[src/common/cpu_pkg.sv]
`default_nettype none

package cpu_pkg;

    localparam int DATA_W = 8;
    localparam int ADDR_W = 16;

    localparam logic [ADDR_W-1:0] RESET_IP = 16'h0000;

    typedef enum logic {
        FETCH = 1'b0,
        EXEC  = 1'b1
    } phase_e;

    // codes above ALU_PASSB pass A through.
    typedef enum logic [3:0] {
        ALU_ADD   = 4'd0,
        ALU_ADC   = 4'd1,
        ALU_AND   = 4'd2,
        ALU_OR    = 4'd3,
        ALU_XOR   = 4'd4,
        ALU_PASSB = 4'd5
    } alu_op_e;

    typedef enum logic [1:0] {
        OPND_B    = 2'd0,
        OPND_PL   = 2'd1,
        OPND_PH   = 2'd2,
        OPND_ZERO = 2'd3
    } operand_sel_e;

    typedef enum logic [1:0] {
        BUS_ALU = 2'd0,
        BUS_MEM = 2'd1,
        BUS_A   = 2'd2
    } bus_src_e;

    // carry sits at bit 1.
    typedef struct packed {
        logic v;
        logic n;
        logic c;
        logic z;
    } flags_t;

    typedef struct packed {
        alu_op_e      alu_op;
        logic         invert;
        logic         carry;    // arithmetic carry in.
        operand_sel_e operand;
        bus_src_e     bus_src;
        logic         we_a;
        logic         we_b;
        logic         we_flags;
        logic         we_pl;
        logic         we_ph;
        logic         ip_inc;
        logic         addr_dp;
        logic         swap_p;
        logic         mem_rd;
        logic         mem_wr;
    } ctrl_t;

    typedef struct packed {
        logic [DATA_W-1:0] result;
        flags_t            flags;
    } alu_out_t;

endpackage

`default_nettype wire

[src/control/control_unit.sv]
`timescale 1ns/1ps
`default_nettype none

module control_unit
    import cpu_pkg::*;
(
    input  wire logic              n_clk,
    input  wire logic              n_rst,
    input  wire logic [DATA_W-1:0] d_in,
    input  wire flags_t            flags,
    output ctrl_t                  ctrl,
    output logic                   n_oe,
    output logic                   n_we
);

    logic [DATA_W-1:0] ir;
    phase_e            phase;

    // fields of an ALU instruction.
    alu_op_e      ir_op;
    operand_sel_e ir_opnd;
    logic         ir_inv;
    logic         op_valid;

    assign ir_op    = alu_op_e'(ir[6:3]);
    assign ir_inv   = ir[2];
    assign ir_opnd  = operand_sel_e'(ir[1:0]);
    assign op_valid = (ir[6:3] <= 4'(ALU_PASSB));

    always_ff @(posedge n_clk or negedge n_rst) begin
        if (!n_rst) begin
            ir    <= '0;
            phase <= FETCH;
        end else if (phase == FETCH) begin
            ir    <= d_in;
            phase <= EXEC;
        end else begin
            phase <= FETCH;
        end
    end

    always_comb begin
        ctrl         = '0;
        ctrl.alu_op  = ir_op;
        ctrl.invert  = ir_inv;
        ctrl.operand = ir_opnd;
        ctrl.bus_src = BUS_ALU;

        if (phase == FETCH) begin
            ctrl.mem_rd = 1'b1;
            ctrl.ip_inc = 1'b1;
        end else if (!ir[7]) begin
            // ADD takes carry from invert, so SUB is ADD with invert.
            ctrl.carry    = (ir_op == ALU_ADC) ? flags.c : ir_inv;
            ctrl.we_a     = 1'b1;
            ctrl.we_flags = op_valid;
        end else begin
            unique case (ir[6:4])
                3'd0: begin                 // LDI A.
                    ctrl.bus_src = BUS_MEM;
                    ctrl.we_a    = 1'b1;
                    ctrl.mem_rd  = 1'b1;
                    ctrl.ip_inc  = 1'b1;
                end
                3'd1: begin                 // LDI B.
                    ctrl.bus_src = BUS_MEM;
                    ctrl.we_b    = 1'b1;
                    ctrl.mem_rd  = 1'b1;
                    ctrl.ip_inc  = 1'b1;
                end
                3'd2: begin                 // LD A, [DP].
                    ctrl.bus_src = BUS_MEM;
                    ctrl.we_a    = 1'b1;
                    ctrl.mem_rd  = 1'b1;
                    ctrl.addr_dp = 1'b1;
                end
                3'd3: begin                 // ST A, [DP].
                    ctrl.mem_wr  = 1'b1;
                    ctrl.addr_dp = 1'b1;
                end
                3'd4: begin
                    ctrl.bus_src = BUS_A;
                    ctrl.we_pl   = 1'b1;
                end
                3'd5: begin
                    ctrl.bus_src = BUS_A;
                    ctrl.we_ph   = 1'b1;
                end
                3'd6: begin
                    ctrl.swap_p  = 1'b1;
                end
                3'd7: begin                 // MOV B, A.
                    ctrl.bus_src = BUS_A;
                    ctrl.we_b    = 1'b1;
                end
            endcase
        end
    end

    assign n_oe = ~ctrl.mem_rd;
    assign n_we = ~ctrl.mem_wr;

endmodule

`default_nettype wire

[src/datapath/alu.sv]
`timescale 1ns/1ps
`default_nettype none

module alu
    import cpu_pkg::*;
(
    input  wire logic [DATA_W-1:0] a_val,
    input  wire logic [DATA_W-1:0] b_val,
    input  wire logic [DATA_W-1:0] pl,
    input  wire logic [DATA_W-1:0] ph,
    input  wire logic              carry_in,
    input  wire ctrl_t             ctrl,
    output alu_out_t               alu_out
);

    logic [DATA_W-1:0] opnd;
    logic [DATA_W-1:0] opnd_x;
    logic [DATA_W:0]   sum;
    logic [DATA_W-1:0] res;
    logic              c_out;
    logic              v_out;

    always_comb begin
        unique case (ctrl.operand)
            OPND_B:  opnd = b_val;
            OPND_PL: opnd = pl;
            OPND_PH: opnd = ph;
            default: opnd = '0;
        endcase
    end

    assign opnd_x = ctrl.invert ? ~opnd : opnd;
    assign sum    = {1'b0, a_val} + {1'b0, opnd_x} + (DATA_W+1)'(ctrl.carry);

    always_comb begin
        // logic ops keep the old carry.
        c_out = carry_in;
        v_out = 1'b0;
        unique case (ctrl.alu_op)
            ALU_ADD, ALU_ADC: begin
                res   = sum[DATA_W-1:0];
                c_out = sum[DATA_W];
                v_out = (a_val[DATA_W-1] == opnd_x[DATA_W-1])
                        && (res[DATA_W-1] != a_val[DATA_W-1]);
            end
            ALU_AND:   res = a_val & opnd_x;
            ALU_OR:    res = a_val | opnd_x;
            ALU_XOR:   res = a_val ^ opnd_x;
            ALU_PASSB: res = opnd_x;
            default:   res = a_val;
        endcase
    end

    always_comb begin
        alu_out.result  = res;
        alu_out.flags.z = (res == '0);
        alu_out.flags.c = c_out;
        alu_out.flags.n = res[DATA_W-1];
        alu_out.flags.v = v_out;
    end

endmodule

`default_nettype wire

[src/datapath/pointer_pair.sv]
`timescale 1ns/1ps
`default_nettype none

module pointer_pair
    import cpu_pkg::*;
(
    input  wire logic              n_clk,
    input  wire logic              n_rst,
    input  wire ctrl_t             ctrl,
    input  wire logic [DATA_W-1:0] wdata,
    output logic [ADDR_W-1:0]      a,
    output logic [DATA_W-1:0]      pl,
    output logic [DATA_W-1:0]      ph
);

    logic [ADDR_W-1:0] ptr0;
    logic [ADDR_W-1:0] ptr1;
    logic              sel;    // which pointer is IP.

    logic [ADDR_W-1:0] ip;
    logic [ADDR_W-1:0] dp;
    logic [ADDR_W-1:0] ip_next;
    logic [ADDR_W-1:0] dp_next;

    assign ip = sel ? ptr1 : ptr0;
    assign dp = sel ? ptr0 : ptr1;

    always_comb begin
        ip_next = ip + ADDR_W'(ctrl.ip_inc);
        dp_next = dp;
        if (ctrl.we_pl) begin
            dp_next[DATA_W-1:0] = wdata;
        end
        if (ctrl.we_ph) begin
            dp_next[ADDR_W-1:DATA_W] = wdata;
        end
    end

    always_ff @(posedge n_clk or negedge n_rst) begin
        if (!n_rst) begin
            ptr0 <= RESET_IP;
            ptr1 <= RESET_IP;
            sel  <= 1'b0;
        end else begin
            ptr0 <= sel ? dp_next : ip_next;
            ptr1 <= sel ? ip_next : dp_next;
            if (ctrl.swap_p) begin
                sel <= ~sel;   // old DP becomes IP.
            end
        end
    end

    assign a  = ctrl.addr_dp ? dp : ip;
    assign pl = dp[DATA_W-1:0];
    assign ph = dp[ADDR_W-1:DATA_W];

endmodule

`default_nettype wire

[src/datapath/data_regs.sv]
`timescale 1ns/1ps
`default_nettype none

module data_regs
    import cpu_pkg::*;
(
    input  wire logic              n_clk,
    input  wire logic              n_rst,
    input  wire ctrl_t             ctrl,
    input  wire logic [DATA_W-1:0] d_in,
    input  wire alu_out_t          alu_out,
    output logic [DATA_W-1:0]      a_val,
    output logic [DATA_W-1:0]      b_val,
    output flags_t                 flags,
    output logic [DATA_W-1:0]      bus
);

    always_comb begin
        unique case (ctrl.bus_src)
            BUS_ALU: bus = alu_out.result;
            BUS_MEM: bus = d_in;
            BUS_A:   bus = a_val;
            default: bus = '0;
        endcase
    end

    always_ff @(posedge n_clk or negedge n_rst) begin
        if (!n_rst) begin
            a_val <= '0;
            b_val <= '0;
            flags <= '0;
        end else begin
            if (ctrl.we_a) begin
                a_val <= bus;
            end
            if (ctrl.we_b) begin
                b_val <= bus;
            end
            // flags come straight from the ALU.
            if (ctrl.we_flags) begin
                flags <= alu_out.flags;
            end
        end
    end

endmodule

`default_nettype wire

[src/source/cpu.sv]
`timescale 1ns/1ps
`default_nettype none

module cpu
    import cpu_pkg::*;
(
    input  wire logic              n_clk,
    input  wire logic              n_rst,
    output logic [ADDR_W-1:0]      a,
    input  wire logic [DATA_W-1:0] d_in,
    output logic [DATA_W-1:0]      d_out,
    output logic                   n_oe,
    output logic                   n_we
);

    ctrl_t             ctrl;
    alu_out_t          alu_out;
    flags_t            flags;
    logic [DATA_W-1:0] a_val;
    logic [DATA_W-1:0] b_val;
    logic [DATA_W-1:0] pl;
    logic [DATA_W-1:0] ph;
    logic [DATA_W-1:0] bus;

    control_unit u_control (
        .n_clk (n_clk),
        .n_rst (n_rst),
        .d_in  (d_in),
        .flags (flags),
        .ctrl  (ctrl),
        .n_oe  (n_oe),
        .n_we  (n_we)
    );

    alu u_alu (
        .a_val    (a_val),
        .b_val    (b_val),
        .pl       (pl),
        .ph       (ph),
        .carry_in (flags.c),
        .ctrl     (ctrl),
        .alu_out  (alu_out)
    );

    pointer_pair u_pointers (
        .n_clk (n_clk),
        .n_rst (n_rst),
        .ctrl  (ctrl),
        .wdata (bus),
        .a     (a),
        .pl    (pl),
        .ph    (ph)
    );

    data_regs u_regs (
        .n_clk   (n_clk),
        .n_rst   (n_rst),
        .ctrl    (ctrl),
        .d_in    (d_in),
        .alu_out (alu_out),
        .a_val   (a_val),
        .b_val   (b_val),
        .flags   (flags),
        .bus     (bus)
    );

    assign d_out = a_val;   // valid while n_we is low.

endmodule

`default_nettype wire

[config.mk]
export PLATFORM = sky130hd
export DESIGN_NAME = cpu
export DESIGN_NICKNAME = d
export VERILOG_FILES = /design/src/common/cpu_pkg.sv /design/src/control/control_unit.sv /design/src/datapath/alu.sv /design/src/datapath/pointer_pair.sv /design/src/datapath/data_regs.sv /design/src/source/cpu.sv
export SDC_FILE = /design/constraint.sdc
export NUM_CORES = 1
export LEC_CHECK = 0
export BUFFER_PORTS_ARGS = -buffer_cell sky130_fd_sc_hd__buf_2
export CAP_MARGIN = 20
export CORE_ASPECT_RATIO = 1.75
export CORE_MARGIN = 4
export CORE_UTILIZATION = 33
export CTS_CLUSTER_DIAMETER = 30
export DETAILED_ROUTE_END_ITERATION = 6
export GPL_ROUTABILITY_DRIVEN = 0
export PLACE_DENSITY_LB_ADDON = 0.05
export SLEW_MARGIN = 20
export SYNTH_ARGS = -nofsm -noshare
export SYNTH_HDL_FRONTEND = slang
export SYNTH_SLANG_ARGS = --single-unit
[constraint.sdc]
create_clock -name n_clk -period 9.45 [get_ports n_clk]
set_input_delay 1.89 -clock n_clk [delete_from_list [all_inputs] [get_ports n_clk]]
set_output_delay 1.89 -clock n_clk [all_outputs]
set_load 0.02 [all_outputs]
After elaboration in Yosys (flattened, before gate mapping)

Cells that the tools add are included.

Register bits: 59
Word-level logic and storage cells: 82
Bits of input ports: 10
Output and inout port bits: 26

Bitwise logic cells: 7
Equality and inequality tests: 16
Magnitude comparators: 1
Reductions and logical operators: 12
Add/sub/neg operators: 3
Muxes and demuxes: 35

Operator list:

| kind                                                           | number |
|---|---|
| 2-to-1 mux 16 bit                                              | 5 |
| case mux 8 bit (3 select lines)                                | 2 |
| case mux 8 bit (5 select lines)                                | 1 |
| 2-to-1 mux 8 bit                                               | 3 |
| 2-to-1 mux 1 bit                                               | 19 |
| adder 16 x 1 -> 16 bit                                         | 1 |
| 2-to-1 mux 7 bit                                               | 2 |
| == test 3 bit, second input constant                           | 4 |
| OR reduction 2 bit                                             | 5 |
| adder 8 x 8 -> 9 bit                                           | 1 |
| adder 9 x 1 -> 9 bit                                           | 1 |
| AND 8 bit                                                      | 1 |
| == test 4 x 2 -> 1 bit, second input constant                  | 2 |
| == test 4 x 3 -> 1 bit, second input constant                  | 2 |
| inverter 8 bit                                                 | 1 |
| bitwise OR 8 bit                                               | 1 |
| XOR 8 bit                                                      | 1 |
| == test 3 x 2 -> 1 bit, second input constant                  | 2 |
| OR reduction 3 bit                                             | 2 |
| == test 2 x 1 -> 1 bit, second input constant                  | 2 |
| == test 2 bit, second input constant                           | 2 |
| == test 4 x 1 -> 1 bit, second input constant                  | 1 |
| less-or-equal comparator 4 x 3 -> 1 bit, second input constant | 1 |
| zero test 2 bit                                                | 2 |
| other kinds (7)                                                | 10 |

Longest topological paths before layout

Gate-level depths: netlist (run 1).

Word-level depth: 10
Depth in mapped cells: 15

By module

From an unflattened synthesis (run 1), not the netlist that was laid out.

Cell total of the unflattened synthesis: 625
Area, all modules: 5,619.1 µm²

Modules (own cells, without submodules):

| module       | times used | cells each | area an instance (µm²) | sequential area each (µm²) |
|---|---|---|---|---|
| pointer_pair | 1          | 283        | 2,711.4                | 825.8 |
| alu          | 1          | 171        | 1,248.7                | 0.0 |
| data_regs    | 1          | 115        | 1,083.5                | 500.5 |
| control_unit | 1          | 56         | 575.6                  | 225.2 |

Worst setup path after synthesis (run 1)

OpenSTA, ideal clock, no wires.

Path type: register to output
Start: reg u_pointers.sel
End: out a[10]
Arrival: 2,105 ps
Slack: 5,455 ps
Buffers on the path: 5
Stages on the path, launching flop included: 8
Path through: dfrtp_1 > buf_2 > buf_4 > buf_4 > buf_2 > xor2_1 > buf_2 > mux2_2

Word-level cells in the longest chain between the ends: 2

Ends and longest elaborated chain:

| what                                 | line                                   | text |
|---|---|---|
| start, declared                      | pointer_pair.sv:18                     | `logic sel;` |
| start signal, assigned               | pointer_pair.sv:48                     | `sel <= ~sel;` |
| 2-to-1 mux 16 bit (on tied branches) | pointer_pair.sv:25, pointer_pair.sv:26 |  |
| 2-to-1 mux 16 bit *                  | pointer_pair.sv:53                     | `assign a = ctrl.addr_dp ? dp : ip;` |
| end, declared                        | cpu.sv:9                               | `output logic [ADDR_W-1:0] a,` |

Mark *: on every way between the ends. The rest lies on a longest branch, timed or not.

Worst setup path after layout (run 1)

Start: reg u_control.phase
End: out a[0]

Word-level cells in the longest chain between the ends: 2

Ends and longest elaborated chain:

| what                   | line               | text |
|---|---|---|
| start, declared        | control_unit.sv:17 | `phase_e phase;` |
| start signal, assigned | control_unit.sv:33 | `phase <= FETCH;` |
| start signal, assigned | control_unit.sv:36 | `phase <= EXEC;` |
| start signal, assigned | control_unit.sv:38 | `phase <= FETCH;` |
| 2-to-1 mux 2 bit       | control_unit.sv:49 | `if (phase == FETCH) begin` |
| 2-to-1 mux 16 bit      | pointer_pair.sv:53 |  |

No other way between the ends.

==> results of run 1 <==
[layout by cell type, fill, tap and decap left out, types with 13 or more instances in the layout]
| master | netlist | routed |
|---|---|---|
| a21oi_1 | 29 | 29 |
| inv_1 | 30 | 30 |
| nor2_1 | 38 | 38 |
| nand3_1 | 13 | 13 |
| buf_2 | 5 | 35 |
| xnor2_1 | 17 | 17 |
| mux2_2 | 33 | 33 |
| o21ai_0 | 63 | 63 |
| nand2_1 | 52 | 52 |
| xor2_1 | 24 | 23 |
| dfrtp_1 | 59 | 58 |
| mux2i_1 | 19 | 19 |
| ha_1 | 18 | 18 |
[final timing paths]
check | to | slack [ns] | cells after the start
worst max-delay path | a[0] | 4.77 | 6
min in group asynchronous | u_pointers.ptr1[2]$_DFF_PN0_ | 1.73 | 2
worst min-delay path | u_regs.b_val[5]$_DFFE_PN0P_ | 0.51 | 1
worst min register to register | u_regs.b_val[5]$_DFFE_PN0P_ | 0.51 | 1
max in group asynchronous | u_pointers.sel$_DFFE_PN0P_ | 7.07 | 2
worst max register to register | u_pointers.ptr1[14]$_DFF_PN0_ | 5.18 | 10
[power groups by stage]
stage               registers [mW]  logic, mW  clock network [mW]
floorplan                    0.423      0.595                   0
global placement             0.464      0.756                   0
detailed placement           0.464      0.769                   0
CTS                          0.461      0.773               0.352
global route                 0.479      0.852               0.366
finish                       0.462      0.759               0.345
[metrics by stage]
| stage | power (mW) | hold WS, ns | instances | instance area (µm²) |
|---|---|---|---|---|
| 2_1_floorplan | 1.02 | 0.482 | 553 | 4720 |
| 3_3_place_gp | 1.22 | 0.495 | 739 | 5040 |
| 3_5_place_dp | 1.23 | 0.497 | 739 | 5040 |
| 4_1_cts | 1.59 | 0.509 | 755 | 5360 |
| 5_1_grt | 1.70 | 0.535 | 755 | 5370 |
| 6_report | 1.57 | 0.507 | 755 | 5370 |
[final cells by class]
| type | instances | area [µm²] |
|---|---|---|
| sequential | 59 | 1480 |
| multi-input combinational | 431 | 3010 |
| clock inverter | 4 | 47.5 |
| fill | 1491 | 8610 |
| inverter | 30 | 113 |
| clock buffer | 12 | 267 |
| timing repair buffer | 42 | 228 |
| tap | 177 | 221 |
[cells by family after synthesis]
group / Yosys count / synth area share, %
buffers and inverters: 63 / 5.38
AO/OA/AOI/OAI: 162 / 21.7
flip-flops: 59 / 31.3
multiplexers: 54 / 12.5
XOR/XNOR: 41 / 7.61
AND/OR/NAND/NOR: 154 / 15.9
adder cells (fa/ha/maj): 20 / 5.62
[registers in the layout, summed over array words and instances (netlist names)]
signal           cells
u_control.ir         8
u_control.phase      1
u_pointers.ptr0     16
u_pointers.ptr1     16
u_pointers.sel       1
u_regs.a_val         8
u_regs.b_val         8
u_regs.flags         1
[cell usage after synthesis (2+ instances only)]
cell | instances | area share, %
nor2_1 | 38 | 3.0
mux2_2 | 33 | 7.9
and2_1 | 2 | 0.26
nand4_1 | 4 | 0.53
buf_1 | 3 | 0.24
mux2i_1 | 19 | 4.0
buf_2 | 5 | 0.53
nand3_1 | 13 | 1.4
a32o_1 | 2 | 0.42
o22ai_1 | 7 | 0.93
o21a_1 | 2 | 0.32
xnor2_1 | 17 | 3.2
fa_1 | 2 | 0.85
a22o_1 | 2 | 0.37
buf_4 | 3 | 0.48
nand3b_1 | 6 | 0.95
a31o_2 | 2 | 0.37
a211oi_1 | 3 | 0.48
o21bai_1 | 3 | 0.48
clkbuf_1 | 22 | 1.7
nor2b_1 | 7 | 0.93
a211o_1 | 9 | 1.7
o21ai_0 | 63 | 6.7
o221ai_1 | 3 | 0.56
and3_1 | 5 | 0.66
mux2_4 | 2 | 0.64
a22oi_1 | 11 | 1.7
ha_1 | 18 | 4.8
nand2_1 | 52 | 4.1
a221oi_1 | 2 | 0.37
a21oi_1 | 29 | 3.1
nor3_1 | 9 | 0.95
o211ai_1 | 9 | 1.4
xor2_1 | 24 | 4.5
o31ai_1 | 3 | 0.48
a311oi_1 | 2 | 0.37
inv_1 | 30 | 2.4
nand2b_1 | 11 | 1.5
dfrtp_1 | 59 | 31
[routing by layer]
layer	track usage (%)	vias up	part of all wire (%)
met5	0	-	0
met4	6.18	0	2.5
met3	2.82	16	2.4
met2	34.7	70	56
met1	20.6	1988	39
li1	-	2017	-
==> flow_metrics.py, run 1 <==
metrics = {
    "floorplanning": {
        "die_width_um": 98.4,
        "rows": 57,
        "io-pin-count": 36,
        "start_util_pct": 33.8,
        "coreArea_um2": 14000,
        "fp.dieArea_um2": 16400,
        "die_height_um": 166,
    },
    "yosys": {
        "ys_seq_area_share_pct": 31.3,
        "netlist_area_um2": 4720,
        "synth_cell_type_count": 56,
        "synth_nets": 583,
        "syn_area_per_cell_um2": 8.54,
        "ys_ff_latch": 59,
        "async_reset_ff_share_pct": 100,
        "netlist_instances": 553,
        "synth_edf_count": 0,
        "yosysWarnings": 0,
        "synth-main-ff-cell": "dfrtp_1",
    },
    "sta": {
        "relSlewSlack_pct": 37.7,
        "slew_violations": 0,
        "clock_skew_ns": 0.00654,
        "tns_ns": 0,
        "max_clock_freq_mhz": 214,
        "tightest_slew_ns": 0.935,
        "min_period_ns": 4.68,
        "fin_ws_ns": 4.77,
        "finalHoldViolCount": 0,
        "post-route-period-util_pct": 49.5,
        "grt_setup_unrepaired": "false",
        "setup_viol": 0,
    },
    "detailed_routing": {
        "drt_wl_total_mm": 14.6,
        "wire_per_inst_um": 19.3,
        "viasPerCell": 5.42,
        "via_count": 4091,
        "drtIter0Drc": 170,
        "drc": 0,
        "dr.pass1.iters": 6,
        "ant_nets": 0,
    },
    "finish": {
        "area_growth_pct": 13.8,
        "final_util_pct": 38.4,
        "nets": 603,
        "drive_above_1_share_pct": 18.2,
        "antennaDiodeCount": 0,
    },
    "min_path": {
        "hp-start": "u_regs.b_val[5]$_DFFE_PN0P_",
        "hp-class": "flop to flop",
    },
    "pwr": {
        "clockPowerShare_pct": 22.0,
        "swShare_pct": 43.4,
        "powerDensity_nw_per_um2": 292,
        "p_leak_nw": 2.36,
        "p_int_mw": 0.887,
        "comb_power_share_pct": 48.5,
        "power_switching_mw": 0.679,
        "ir_drop_mv": 0.100,
        "p_seq_share_pct": 29.5,
    },
    "critical_path": {
        "crit_path_max_incr_delay_ns": 0.71,
        "crit_path_end_kind": "output port",
        "arrival_ns": 2.79,
        "crit_chain": "nand2_1 -> nor2_1 -> nand2_1 -> xor2_4 -> mux2_2 -> buf_2",
        "crit_family": "flip-flops",
        "worstSetupPathType": "flop to output port",
        "critPathBufInv": 1,
        "slowest_stage": "dfrtp_1",
        "critical_path.startpoint_type": "flop",
        "timing.rr.start": "u_pointers.sel$_DFFE_PN0P_",
        "crit_start": "u_control.phase$_DFF_PN0_",
        "required_ns": 7.56,
        "cpMostUsedCell": "nand2_1",
        "path_max_fanout": 16,
    },
    "clock_network": {
        "cts_buffer_depth": 2,
        "cts-root-buf": "clkbuf_16",
        "path_clk_slew_ns": 0.05,
        "postCtsHoldBufs": 0,
        "cts_tree": "yes",
        "clkSinkCount": 59,
        "clkLatencyLatePin_ns": 0.33,
        "post_cts.repair.setup_buffers": 0,
        "cts_htree_levels": 3,
        "numCtsBuffers": 9,
        "cts_resized": 0,
    },
    "global_route": {
        "antenna_found_initial": 0,
        "grt_util_all_layers_pct": 18.4,
        "grt_pass1_vias": 4263,
        "overflow": 0,
        "grt_start_max_net_pins": 100,
        "grt_pass1_wl_mm": 23.6,
    },
    "flow_run": {
        "max_cap_violations": 0,
    },
    "placement": {
        "post-place-ws_ns": 4.80,
        "port_buffers": 35,
        "hpwl_mm": 10.9,
    },
    "outcome": {
        "status": "finished, final reports clean",
    },
}
Note: power is estimated with default switching activity, not from simulation.
==> inputs of run 2 (changes only) <==
==> constraint.sdc (replaced) <==
create_clock -name n_clk -period 4.79 [get_ports n_clk]
set_input_delay 0.958 -clock n_clk [delete_from_list [all_inputs] [get_ports n_clk]]
set_output_delay 0.958 -clock n_clk [all_outputs]
set_load 0.02 [all_outputs]
==> run 2 against run 1 <==
Effect of this change:
- sequential share of layout area decreased by 0.28 points
- design area up 1.0%
- flip-flop and latch count stayed put
- first-iteration DRC count is 25% lower
- critical path type is now flop to flop
- via count rose by 1.4%
- sequential power rose by 110%
==> flow_metrics.py, run 2 (synthesis gave the netlist of run 1 again) <==
metrics = {
    "floorplanning": {
        "io-pin-count": 36,
        "die_height_um": 166,
        "rows": 57,
        "coreArea_um2": 14000,
        "fp.dieArea_um2": 16400,
        "die_width_um": 98.4,
        "start_util_pct": 33.8,
    },
    "finish": {
        "final_common_cell": "o21ai_0",
        "nets": 608,
        "final_cell_mix": "o21ai_0 (63), dfrtp_1 (58), nand2_1 (52), nor2_1 (38), buf_2 (35)",
        "reg_top3": "u_pointers.ptr0 (16), u_pointers.ptr1 (16)",
        "area_growth_pct": 14.9,
        "antennaDiodeCount": 0,
        "fin_cells": 760,
        "drive_above_1_share_pct": 18.7,
        "fillCellCount": 1495,
    },
    "clock_network": {
        "path_clk_slew_ns": 0.06,
        "post_cts.repair.setup_buffers": 0,
        "cts_tree": "yes",
        "cts-root-buf": "clkbuf_16",
        "postCtsHoldBufs": 0,
        "cts_htree_levels": 3,
        "cts_buffer_depth": 2,
        "cts_resized": 0,
        "numCtsBuffers": 9,
        "clkSinkCount": 59,
        "clkLatencyLatePin_ns": 0.33,
    },
    "global_route": {
        "overflow": 0,
        "grt_pass1_vias": 4293,
        "grt_start_max_net_pins": 77,
        "grt_pass1_wl_mm": 24.2,
        "grt_util_all_layers_pct": 18.9,
        "antenna_found_initial": 0,
    },
    "pwr": {
        "powerDensity_nw_per_um2": 588,
        "ir_drop_mv": 0.175,
        "p_leak_nw": 2.40,
    },
    "sta": {
        "post-route-period-util_pct": 78.5,
        "finalHoldViolCount": 0,
        "min_period_ns": 3.76,
        "relSlewSlack_pct": 35.7,
        "setup_viol": 0,
        "max_clock_freq_mhz": 266,
        "grt_setup_unrepaired": "false",
        "holdWs_ns": 0.508,
        "slew_violations": 0,
        "tightest_slew_ns": 0.965,
        "clock_skew_ns": 0.00662,
        "tns_ns": 0,
    },
    "detailed_routing": {
        "viasPerCell": 5.46,
        "dr.pass1.iters": 6,
        "drt_wl_total_mm": 15.2,
        "drc": 0,
        "wire_per_inst_um": 20.0,
        "drtIter0Drc": 127,
        "ant_nets": 0,
        "via_count": 4150,
    },
    "critical_path": {
        "worstSetupPathType": "flop to flop",
        "required_ns": 4.99,
        "crit_start": "u_pointers.sel$_DFFE_PN0P_",
        "path_max_fanout": 76,
        "timing.rr.start": "u_pointers.sel$_DFFE_PN0P_",
        "arrival_ns": 3.96,
        "crit_path_end_kind": "flop",
        "critical_path.startpoint_type": "flop",
    },
    "min_path": {
        "hp-start": "u_regs.b_val[5]$_DFFE_PN0P_",
        "hp-class": "flop to flop",
    },
    "placement": {
        "place_inst": 744,
        "hpwl_mm": 11.5,
        "port_buffers": 35,
    },
    "outcome": {
        "status": "finished, final reports clean",
    },
    "flow_run": {
        "max_cap_violations": 0,
    },
}
-- run 2: cell count changes in the layout (fill, tap and decap cells not counted) --
cell / change
buf_4: +5
bufinv_16: +2
clkbuf_1: +1
clkbuf_8: -2
clkinvlp_4: -1
xor2_2: +1
xor2_4: -1
-- run 2: area by class of cell --
type	count	area, µm²	area share (%)
Multi-Input combinational cell	431	3000	55.4
Inverter	30	113	2.08
Clock inverter	5	100	1.85
Clock buffer	11	243	4.47
Timing Repair Buffer	47	265	4.89
Sequential cell	59	1480	27.3
Tap cell	177	221	4.08
-- run 2: power breakdown --
group          switching [mW]  internal, mW  leakage (nW)
combinational           0.774         0.655          1.53
clock                   0.250         0.521         0.169
sequential              0.333         0.656         0.707
total                    1.36          1.83          2.40
-- run 2: final timing paths --
path	cells past startpoint	slack (ns)	to
min reg2reg	1	0.51	u_regs.b_val[5]$_DFFE_PN0P_
max reg2reg	12	1.03	u_regs.a_val[4]$_DFFE_PN0P_
min	1	0.51	u_regs.b_val[5]$_DFFE_PN0P_
max in group asynchronous	2	3.14	u_control.ir[7]$_DFFE_PN0N_
min in group asynchronous	1	0.78	u_pointers.ptr1[0]$_DFF_PN0_
max	12	1.03	u_regs.a_val[4]$_DFFE_PN0P_
-- run 2: critical path, stage by stage (launching register included) --
cell,delay (ns)
dfrtp_4,0.92
mux2i_1,0.16
a211o_1,0.31
o21ai_0,0.10
xor2_1,0.17
fa_1,0.48
fa_1,0.42
a21oi_1,0.22
o21bai_1,0.10
xnor2_1,0.16
o221ai_1,0.14
a221oi_1,0.30
o21ai_0,0.12
-- run 2: through the flow --
stage	instance area, µm²	util, %	setup WS (ns)	total power [mW]
2_1_floorplan	4720	-	1.31	2.01
3_3_place_gp	5080	36.4	1.14	2.42
3_5_place_dp	5080	36.4	1.00	2.44
4_1_cts	5430	38.8	1.01	3.23
5_1_grt	5430	38.8	0.671	3.43
6_report	5430	38.8	1.03	3.19
-- run 2: metal layers --
metal  GRT usage, %  part of all wire, %  vias to the layer above  routed length, µm
met2           35.1                   55                       98               8360
li1               -                    -                     2024                  -
met1           20.9                   38                     2004               5840
met3           3.03                  3.0                       24                452
met5              0                    0                        -                  0
met4           7.79                  3.5                        0                531
